<file path="config.mk">
export PLATFORM = sky130hd
export DESIGN_NAME = fpu_cmp_top
export DESIGN_NICKNAME = d
export VERILOG_FILES = /design/src/fpu_cmp_pkg.sv /design/src/fpu_cmp_top.sv /design/src/fpu_cmp_flags.sv /design/src/fpu_cmp.sv /design/src/fpu_cmp_unpack.sv
export SDC_FILE = /design/constraint.sdc
export NUM_CORES = 1
export LEC_CHECK = 0
export BUFFER_PORTS_ARGS = -buffer_cell sky130_fd_sc_hd__buf_2
export CORE_MARGIN = 2
export CORE_UTILIZATION = 30
export CTS_BUF_LIST = sky130_fd_sc_hd__clkbuf_4 sky130_fd_sc_hd__clkbuf_8
export CTS_CLUSTER_SIZE = 40
export DETAILED_ROUTE_END_ITERATION = 8
export PLACE_DENSITY_LB_ADDON = 0.15
export RECOVER_POWER = 50
export SLEW_MARGIN = 10
export SYNTH_ARGS = -nofsm -noshare
export SYNTH_HDL_FRONTEND = slang
export SYNTH_SLANG_ARGS = --single-unit
</file>
<file path="constraint.sdc">
create_clock -name clk -period 3.05 [get_ports clk]
set_input_delay 0.1525 -clock clk [delete_from_list [all_inputs] [get_ports clk]]
set_output_delay 0.1525 -clock clk [all_outputs]
set_load 0.05 [all_outputs]
</file>
<file path="src/fpu_cmp_pkg.sv">
// ##############################
// fpu compare package
// widths, operation codes, fclass bit positions,
// exception flag positions and the stage structs
// shared by the double-precision compare unit
// ##############################

package fpu_cmp_pkg;

    // operand geometry, IEEE-754 binary64
    localparam int FP_W    = 64;
    localparam int EXT_W   = FP_W + 1;   // sign repeated above the operand
    localparam int EXP_W   = 11;
    localparam int MAN_W   = 52;

    localparam int RM_W    = 3;
    localparam int CLS_W   = 10;
    localparam int FLAGS_W = 5;

    typedef logic [FP_W-1:0]    fp64_t;
    typedef logic [EXT_W-1:0]   fp_ext_t;
    typedef logic [RM_W-1:0]    fpu_rm_t;
    typedef logic [CLS_W-1:0]   fpu_class_t;
    typedef logic [FLAGS_W-1:0] fpu_flags_t;

    // operation codes, anything else is a no-op
    localparam fpu_rm_t RM_FLE = 3'd0;
    localparam fpu_rm_t RM_FLT = 3'd1;
    localparam fpu_rm_t RM_FEQ = 3'd2;

    // one-hot class positions, RISC-V fclass layout
    localparam int CLS_NEG_INF  = 0;
    localparam int CLS_NEG_NORM = 1;
    localparam int CLS_NEG_SUB  = 2;
    localparam int CLS_NEG_ZERO = 3;
    localparam int CLS_POS_ZERO = 4;
    localparam int CLS_POS_SUB  = 5;
    localparam int CLS_POS_NORM = 6;
    localparam int CLS_POS_INF  = 7;
    localparam int CLS_SNAN     = 8;
    localparam int CLS_QNAN     = 9;

    // flags are NV/DZ/OF/UF/NX from msb down, compare only raises NV
    localparam int FLAG_NV = 4;

    // issued compare with both operands decoded
    typedef struct packed {
        logic       valid;
        fp_ext_t    data1;
        fp_ext_t    data2;
        fpu_rm_t    rm;
        fpu_class_t class1;
        fpu_class_t class2;
    } fpu_cmp_in_t;

    // compare result before the output register
    typedef struct packed {
        logic            valid;
        logic [FP_W-1:0] result;
        fpu_flags_t      flags;
    } fpu_cmp_out_t;

endpackage
</file>
<file path="src/fpu_cmp_top.sv">
// ##############################
// fpu compare unit top
// unpack -> compare -> flags, two cycles from
// issue to result, no back-pressure
// ##############################

`timescale 1ns/100ps

module fpu_cmp_top import fpu_cmp_pkg::*; (
    input  logic        clk,
    input  logic        rst_n_i,
    input  logic        valid_i,
    input  fpu_rm_t     rm_i,
    input  fp64_t       op_a_i,
    input  fp64_t       op_b_i,
    input  logic        fflags_clr_i,
    output logic        valid_o,
    output logic [63:0] result_o,
    output fpu_flags_t  flags_o,
    output fpu_flags_t  fflags_o
);

    fpu_cmp_in_t  cmp_in;   // registered, decoded operation
    fpu_cmp_out_t cmp_out;  // combinational compare result

    fpu_cmp_unpack u_unpack (
        .clk     (clk),
        .rst_n_i (rst_n_i),
        .valid_i (valid_i),
        .rm_i    (rm_i),
        .op_a_i  (op_a_i),
        .op_b_i  (op_b_i),
        .cmp_o   (cmp_in)
    );

    fpu_cmp u_cmp (
        .clk       (clk),
        .rst_n_i   (rst_n_i),
        .fpu_cmp_i (cmp_in),
        .fpu_cmp_o (cmp_out)
    );

    fpu_cmp_flags u_flags (
        .clk          (clk),
        .rst_n_i      (rst_n_i),
        .fflags_clr_i (fflags_clr_i),
        .res_i        (cmp_out),
        .valid_o      (valid_o),
        .result_o     (result_o),
        .flags_o      (flags_o),
        .fflags_o     (fflags_o)
    );

endmodule

</file>
<file path="src/fpu_cmp_flags.sv">
// ##############################
// fpu compare output stage
// result register, output valid pulse and the
// sticky accrued flags (fflags) with clear
// ##############################

`timescale 1ns/100ps

module fpu_cmp_flags import fpu_cmp_pkg::*; (
    input  logic         clk,
    input  logic         rst_n_i,
    input  logic         fflags_clr_i,
    input  fpu_cmp_out_t res_i,
    output logic         valid_o,
    output logic [63:0]  result_o,
    output fpu_flags_t   flags_o,
    output fpu_flags_t   fflags_o
);

    fpu_flags_t new_flags;
    fpu_flags_t kept_flags;

    // only a valid result contributes
    assign new_flags  = res_i.valid ? res_i.flags : '0;
    assign kept_flags = fflags_clr_i ? '0 : fflags_o;

    always_ff @(posedge clk) begin
        if (!rst_n_i) begin
            valid_o <= 1'b0;
        end else begin
            valid_o <= res_i.valid;
        end
    end

    // result and per-op flags hold until the next valid result
    always_ff @(posedge clk) begin
        if (!rst_n_i) begin
            result_o <= '0;
            flags_o  <= '0;
        end else if (res_i.valid) begin
            result_o <= res_i.result;
            flags_o  <= res_i.flags;
        end
    end

    // clear first, then OR in, so new flags survive a same-edge clear
    always_ff @(posedge clk) begin
        if (!rst_n_i) begin
            fflags_o <= '0;
        end else begin
            fflags_o <= kept_flags | new_flags;
        end
    end

endmodule

</file>
<file path="src/fpu_cmp.sv">
// ##############################
// fpu compare core
// FLE.D / FLT.D / FEQ.D on decoded operands,
// purely combinational, raises NV on NaN input
// ##############################

`timescale 1ns/100ps

module fpu_cmp import fpu_cmp_pkg::*; (
    input  logic         clk,
    input  logic         rst_n_i,
    input  fpu_cmp_in_t  fpu_cmp_i,
    output fpu_cmp_out_t fpu_cmp_o
);

    fp_ext_t         data1;
    fp_ext_t         data2;
    fpu_rm_t         rm;
    fpu_class_t      class1;
    fpu_class_t      class2;

    logic            any_snan;
    logic            any_nan;
    logic            both_zero;
    logic            sign_diff;
    logic            comp_lt;
    logic            comp_le;
    logic [FP_W-1:0] result;
    fpu_flags_t      flags;

    always_comb begin
        data1  = fpu_cmp_i.data1;
        data2  = fpu_cmp_i.data2;
        rm     = fpu_cmp_i.rm;
        class1 = fpu_cmp_i.class1;
        class2 = fpu_cmp_i.class2;

        any_snan  = class1[CLS_SNAN] | class2[CLS_SNAN];
        any_nan   = any_snan | class1[CLS_QNAN] | class2[CLS_QNAN];
        both_zero = (class1[CLS_NEG_ZERO] | class1[CLS_POS_ZERO]) &
                    (class2[CLS_NEG_ZERO] | class2[CLS_POS_ZERO]);
        sign_diff = data1[EXT_W-1] ^ data2[EXT_W-1];

        // magnitude order, valid as such only when the signs agree
        comp_lt = data1[FP_W-1:0] <  data2[FP_W-1:0];
        comp_le = data1[FP_W-1:0] <= data2[FP_W-1:0];

        result = '0;
        flags  = '0;

        case (rm)
            RM_FEQ: begin
                if (any_snan) begin
                    flags[FLAG_NV] = 1'b1;  // signalling only
                end else if (any_nan) begin
                    result[0] = 1'b0;       // quiet NaN, no flag
                end else if (both_zero || (data1 == data2)) begin
                    result[0] = 1'b1;
                end
            end
            RM_FLT: begin
                if (any_nan) begin
                    flags[FLAG_NV] = 1'b1;
                end else if (both_zero) begin
                    result[0] = 1'b0;  // +0 == -0
                end else if (sign_diff) begin
                    result[0] = data1[EXT_W-1];
                end else if (data1[EXT_W-1]) begin
                    result[0] = ~comp_le;  // negatives, larger magnitude is smaller
                end else begin
                    result[0] = comp_lt;
                end
            end
            RM_FLE: begin
                if (any_nan) begin
                    flags[FLAG_NV] = 1'b1;
                end else if (both_zero) begin
                    result[0] = 1'b1;
                end else if (sign_diff) begin
                    result[0] = data1[EXT_W-1];
                end else if (data1[EXT_W-1]) begin
                    result[0] = ~comp_lt;
                end else begin
                    result[0] = comp_le;
                end
            end
            default: begin
                result = '0;  // unknown code, nothing to do
            end
        endcase

        fpu_cmp_o.valid  = fpu_cmp_i.valid;
        fpu_cmp_o.result = result;
        fpu_cmp_o.flags  = flags;
    end

endmodule

</file>
<file path="src/fpu_cmp_unpack.sv">
// ##############################
// fpu compare input stage
// registers each issued operation, sorts both
// operands into the fclass one-hot encoding and
// builds the sign-extended 65-bit operands
// ##############################

`timescale 1ns/100ps

module fpu_cmp_unpack import fpu_cmp_pkg::*; (
    input  logic        clk,
    input  logic        rst_n_i,
    input  logic        valid_i,
    input  fpu_rm_t     rm_i,
    input  fp64_t       op_a_i,
    input  fp64_t       op_b_i,
    output fpu_cmp_in_t cmp_o
);

    logic       valid_q;
    fpu_rm_t    rm_q;
    fp64_t      op_a_q;
    fp64_t      op_b_q;
    fpu_class_t class_a;
    fpu_class_t class_b;

    // one-hot class of a raw double
    function automatic fpu_class_t classify(input fp64_t x);
        logic             sign;
        logic [EXP_W-1:0] exp;
        logic [MAN_W-1:0] man;
        logic             exp_ones;
        logic             exp_zero;
        logic             man_zero;
        fpu_class_t       cls;
        sign     = x[FP_W-1];
        exp      = x[FP_W-2 -: EXP_W];
        man      = x[MAN_W-1:0];
        exp_ones = &exp;
        exp_zero = ~|exp;
        man_zero = ~|man;
        cls      = '0;
        if (exp_ones && !man_zero) begin
            // quiet NaN has the top mantissa bit set
            if (man[MAN_W-1]) begin
                cls[CLS_QNAN] = 1'b1;
            end else begin
                cls[CLS_SNAN] = 1'b1;
            end
        end else if (exp_ones) begin
            cls[sign ? CLS_NEG_INF : CLS_POS_INF] = 1'b1;
        end else if (exp_zero && man_zero) begin
            cls[sign ? CLS_NEG_ZERO : CLS_POS_ZERO] = 1'b1;
        end else if (exp_zero) begin
            cls[sign ? CLS_NEG_SUB : CLS_POS_SUB] = 1'b1;
        end else begin
            cls[sign ? CLS_NEG_NORM : CLS_POS_NORM] = 1'b1;
        end
        return cls;
    endfunction

    // issue strobe, one per operation
    always_ff @(posedge clk) begin
        if (!rst_n_i) begin
            valid_q <= 1'b0;
        end else begin
            valid_q <= valid_i;
        end
    end

    // operands only move on issue
    always_ff @(posedge clk) begin
        if (valid_i) begin
            rm_q   <= rm_i;
            op_a_q <= op_a_i;
            op_b_q <= op_b_i;
        end
    end

    assign class_a = classify(op_a_q);
    assign class_b = classify(op_b_q);

    always_comb begin
        cmp_o.valid  = valid_q;
        cmp_o.data1  = {op_a_q[FP_W-1], op_a_q};  // sign copied on top
        cmp_o.data2  = {op_b_q[FP_W-1], op_b_q};
        cmp_o.rm     = rm_q;
        cmp_o.class1 = class_a;
        cmp_o.class2 = class_b;
    end

endmodule

</file>
[Word level (Yosys, flattened, before mapping)]
Index checks and enable logic that the tools add are counted.
Cells by class
  add/sub/neg operators: 0
  $mul: 0
  div/mod/pow operators: 0
  magnitude comparators: 18
  equal/unequal tests: 3
  shifts and indexed selects: 0
  multiplexer cells: 55
  bitwise logic cells: 10
  reduce and logical (&&, ||, !) cells: 25
Operator list (number)
  32-bit by 1-bit greater-or-equal comparator with 1-bit output, second input constant: 8
  32-bit by 6-bit < comparator with 1-bit output, second input constant: 8
  52-bit OR reduction: 2
  65-bit == test: 1
  64-bit <= comparator: 1
  64-bit < comparator: 1
  10-bit 2-to-1 mux: 6
  1-bit demux with 4-bit select: 8
  1-bit 2-to-1 mux: 25
  3-bit 2-to-1 mux: 8
  11-bit AND reduction: 2
  11-bit OR reduction: 2
  5-bit 2-to-1 mux: 4
  1-bit logical AND: 12
  1-bit OR: 5
  5-bit OR: 1
  1-bit zero test: 4
  2-bit 2-to-1 mux: 2
  3-bit by 1-bit == test with 1-bit output, second input constant: 1
  3-bit by 2-bit == test with 1-bit output, second input constant: 1
  3-bit zero test: 1
  1-bit one-hot mux with 3 select lines: 1
  1-bit NOT: 2
  1-bit one-hot mux with 2 select lines: 1
  other kinds (4): 4
Word-level totals
  bits in registers: 140
  bits in latches: 0
  bits in writable memories: 0
  bits in read-only memories: 0
  input port bits: 135
  output and inout bits: 75
  word-level logic and storage cells: 119
  memories kept: 0

[Longest topological paths before layout]
  depth in word-level cells: 16
  depth in mapped cells: 10
  gate-level depth less buffers: 10

[By module]
From an unflattened synthesis, not the netlist that was laid out.
Unflattened totals
  cell total of the unflattened synthesis: 788
  area, all modules: 9615.5 um2
By module, submodules not included
  fpu_cmp_unpack: times used 1, cells an instance 214, area an instance 4478.0 um2, seq. area each 3953.8 um2
  fpu_cmp_flags: times used 1, cells an instance 245, area an instance 2808.9 um2, seq. area each 1501.4 um2
  fpu_cmp: times used 1, cells an instance 329, area an instance 2328.5 um2, seq. area each 0.0 um2

[Worst setup path before layout]
No wires, ideal clock.
  path type: reg2reg
  start: register u_unpack.op_a_q[51]
  end: register u_flags.result_o[0]
  setup time: 69 ps
  arrival: 2070 ps
  required time: 2981 ps
  path slack: 912 ps
  cell stages (with the launch flop): 10
  buffers on the path: 0
  clock period less this slack: 2138 ps
  cells stage by stage: edfxtp_1 > ha_1 > nand4_4 > nor4_4 > nand4b_1 > nor4b_2 > nor2_1 > o41ai_2 > mux2i_1 > o21ai_1
On the way
  longest elaborated chain between the ends: 13
  elaborated cells between the ends (all ways): 33
  those cells by class: order compare: 2; eq/ne: 1; mux: 18; bitwise: 7; reduce/logical: 5
RTL lines
  start: declaration: RTL line fpu_cmp_unpack.sv:22  | fp64_t op_a_q;
  start signal: assignment: RTL line fpu_cmp_unpack.sv:75  | op_a_q <= op_a_i;
  parallel branches: the longest is 12 deep, another holds 64-bit < comparator
  1-bit one-hot mux with 3 select lines (*): RTL line fpu_cmp.sv:51  | case (rm)
  end signal: assignment: RTL line fpu_cmp_flags.sv:41  | result_o <= res_i.result;
  end: declaration: RTL line fpu_cmp_flags.sv:15  | output logic [63:0] result_o,
Mark *: on every way between the ends.
A chain may end at the register's enable or synchronous reset.

[Worst setup path after layout]
  start: register u_unpack.op_b_q[51]
  end: register u_flags.result_o[0]
On the way
  longest elaborated chain between the ends: 13
  elaborated cells between the ends (all ways): 33
  those cells by class: order compare: 2; eq/ne: 1; mux: 18; bitwise: 7; reduce/logical: 5
RTL lines
  start: declaration: RTL line fpu_cmp_unpack.sv:23  | fp64_t op_b_q;
  start signal: assignment: RTL line fpu_cmp_unpack.sv:76  | op_b_q <= op_b_i;
  parallel branches: the longest is 12 deep, another holds 64-bit < comparator
  1-bit one-hot mux with 3 select lines (*): RTL line fpu_cmp.sv:51
Marked as above.

==> flow_metrics.tcl <==
set metrics [dict create \
    outcome "finished with violations" \
    violations "capacitance limit, slew limit" \
    cts_max_level 4 \
    rr_worst_depth 10 \
    p_leak_nw 3.968 \
    grt_first_pass_wirelength_um 25440 \
    final_antenna_net_count 0 \
    clockPowerShare_pct 33.4 \
    grt_use_met2_pct 24.00 \
    clock.fmax_mhz 376.9 \
    drc 0 \
    slew_headroom_pct -37.18 \
    overflow 0 \
    final_cell_mix "dlygate4sd3_1 (133), edfxtp_1 (131), buf_2 (122)" \
    power_frac_seq_pct 50.0 \
    die_y_um 153.8 \
    hold_viol_final 0 \
    critPathKind "flip-flop to flip-flop" \
    peakVddDrop_v 0.0002193 \
    setup_viol_count_final 0 \
    clkSinkCount 136 \
    cts_made_buffers 17 \
    hpwlAfterDp_um 12440 \
    ys_ff_latch 136 \
    antenna_found_initial 0 \
    synthesis.area_um2 6728 \
    seq_area_frac_synth_pct 59.96 \
    synth_cell_types 41 \
    whs_path_depth 2 \
    viasPerCell 4.379 \
    cts_tree "yes" \
    design.die.area_um2 23640 \
    avgSynthCellArea_um2 12.96 \
    period_minus_slack_ns 2.653 \
    p_sw_mw 1.281 \
    grt.busiest_layer "met2" \
    swShare_pct 27.67 \
    cts.clk_slew.worst_paths_ns 0.08 \
    cp.required_ns 3.43 \
    cp-start-kind "flip-flop" \
    syn_inst 519 \
    yosysWarningCount 0 \
    io_pins 210 \
    skew_ns 0.01164 \
    worst_pin_slew_ns 2.058 \
    worstPathMaxFanout 3 \
    core_um2 21890 \
    start_util_pct 30.73 \
    drtIter0Drc 256 \
    end_kind "flip-flop" \
    synth_edf_count 131 \
    drive_gt1_share_pct 19.81 \
    drt_first_pass_iters 8 \
    synth_flop_cell "edfxtp_1" \
    slew_viol_final 34 \
    grt_pass1_vias 4944 \
    arrival_ns 3.03 \
    cts_root_buf "clkbuf_8" \
    setup-tns-final_ns 0 \
    finalPower_mw 4.628 \
    grtUsageMet1_pct 17.78 \
    vias 4830 \
    port_buffers 138 \
    met3_usage_pct 3.213 \
    antenna_cells 0 \
    track_usage_pct 14.19 \
    finalCritPeriodShare_pct 86.99 \
    syn_to_final_growth_pct 37.51 \
    power_density_nw_per_um2 500.3 \
    nets 1009 \
    final_common_cell "dlygate4sd3_1" \
    async_flop_share_pct 0 \
    drv_cap 1 \
    grt_max_degree 61 \
    rsz0062_at_grt "no" \
    post_drt_wl_per_cell_um 14.96 \
    clockBufferDepth 2 \
    wl_um 16500 \
    rows 54 \
    combPwrFrac_pct 16.6 \
    worstSkewPairLatency_ns 0.44 \
    hp-class "primary input to flip-flop" \
    fp.dieW_um 153.8 \
    globalplace.congestion 0.8376 \
    p_int_mw 3.348 \
]
Yosys cell counts, drive strengths merged (2+ instances only):
cell / instances / share of area (%)
o21a: 2 / 0.22
dfxtp: 5 / 1.5
and4: 4 / 0.52
nand4b: 2 / 0.26
nor4: 35 / 3.7
edfxtp: 131 / 58
o311ai: 2 / 0.26
ha: 64 / 12
nand2: 22 / 1.2
a221oi: 2 / 0.26
nand4: 21 / 2.3
inv: 67 / 3.7
a21o: 3 / 0.33
nor2: 10 / 0.56
o21ai: 13 / 0.97
nor2b: 3 / 0.28
nand3: 9 / 0.67
and3: 2 / 0.19
a21oi: 30 / 2.2
buf: 71 / 7.9
nor3: 6 / 0.61
and2: 2 / 0.19
state kept, by name, summed over array words and instances (netlist names):
register,cells
u_flags.flags_o,1
u_flags.fflags_o,1
u_flags.valid_o,1
u_flags.result_o,1
u_unpack.op_b_q,64
u_unpack.valid_q,1
u_unpack.rm_q,3
u_unpack.op_a_q,64
cells by family (layout without fill, tap and decap cells):
kind of cell,Yosys count,count (layout),synth area share (%)
adders and majority gates,64,64,11.90
DFF,136,136,59.96
buffers and inverters,138,372,11.66
AOI/OAI and AO/OA,58,58,5.133
muxes,1,1,0.1488
and+or+nand+nor,121,121,11.14
other,1,71,0.05574
path summary, 6_finish.rpt:
path,slack (ns),to,start
min,0.41,u_unpack.op_b_q[47]$_DFFE_PP_,op_b_i[47]
max reg2reg,0.40,u_flags.result_o[0]$_SDFFE_PN0P_,u_unpack.op_b_q[51]$_DFFE_PP_
max,0.40,u_flags.result_o[0]$_SDFFE_PN0P_,u_unpack.op_b_q[51]$_DFFE_PP_
min reg2reg,0.54,u_flags.valid_o$_SDFF_PN0_,u_unpack.valid_q$_SDFF_PN0_
final cells by class:
cell class / instances / area [um^2]
multi-input cells: 315 / 2172
well taps: 280 / 350.3
clock inverters: 14 / 171.4
flip-flops and latches: 136 / 4034
fillers: 2049 / 12640
clock buffers: 18 / 241.5
repair buffers: 273 / 2031
inverters: 67 / 251.5
metal layers:
metal / up-vias / part of all wire (%)
met5: - / 0
met2: 184 / 49
li1: 2370 / -
met4: 0 / 2.4
met3: 22 / 4.8
met1: 2254 / 44
timing repair:
action	CTS	global route
setup buffers	0	0
hold buffers	133	0
gates resized for setup	0	0
setup endpoints to repair	0	0
hold endpoints to repair	135	0
critical path: stages (launching register included):
cell and delay (ns):
edfxtp_1 0.45, inv_1 0.07, ha_1 0.35, nand4_4 0.13, nor4_4 0.33, nand4b_1 0.26, nor4b_2 0.45, nor2_1 0.12
o41ai_2 0.20, mux2i_1 0.11, o21ai_1 0.12
power by group through the flow:
stage	clock network [mW]	registers, mW	logic [mW]
final	1.55	2.32	0.767
after global routing	1.67	2.34	0.850
after CTS	1.60	2.32	0.773
after detailed placement	0	2.36	0.638
after global placement	0	2.36	0.624
after floorplan	0	2.32	0.505
stage by stage:
stage / setup WS [ns] / hold WS [ns] / utilization [%] / cells / area (um^2)
after floorplan: 0.9116 / 0.2514 / - / 589 / 6990
after global routing: 0.1449 / 0.3809 / 42.26 / 1103 / 9251
after global placement: 0.3251 / 0.3290 / 34.39 / 938 / 7528
after detailed placement: 0.3091 / 0.3306 / 34.39 / 938 / 7528
after CTS: 0.3020 / 0.1764 / 42.36 / 1103 / 9273
final: 0.3968 / 0.4079 / 42.26 / 1103 / 9251
Note: power is estimated with default switching activity, not from simulation.
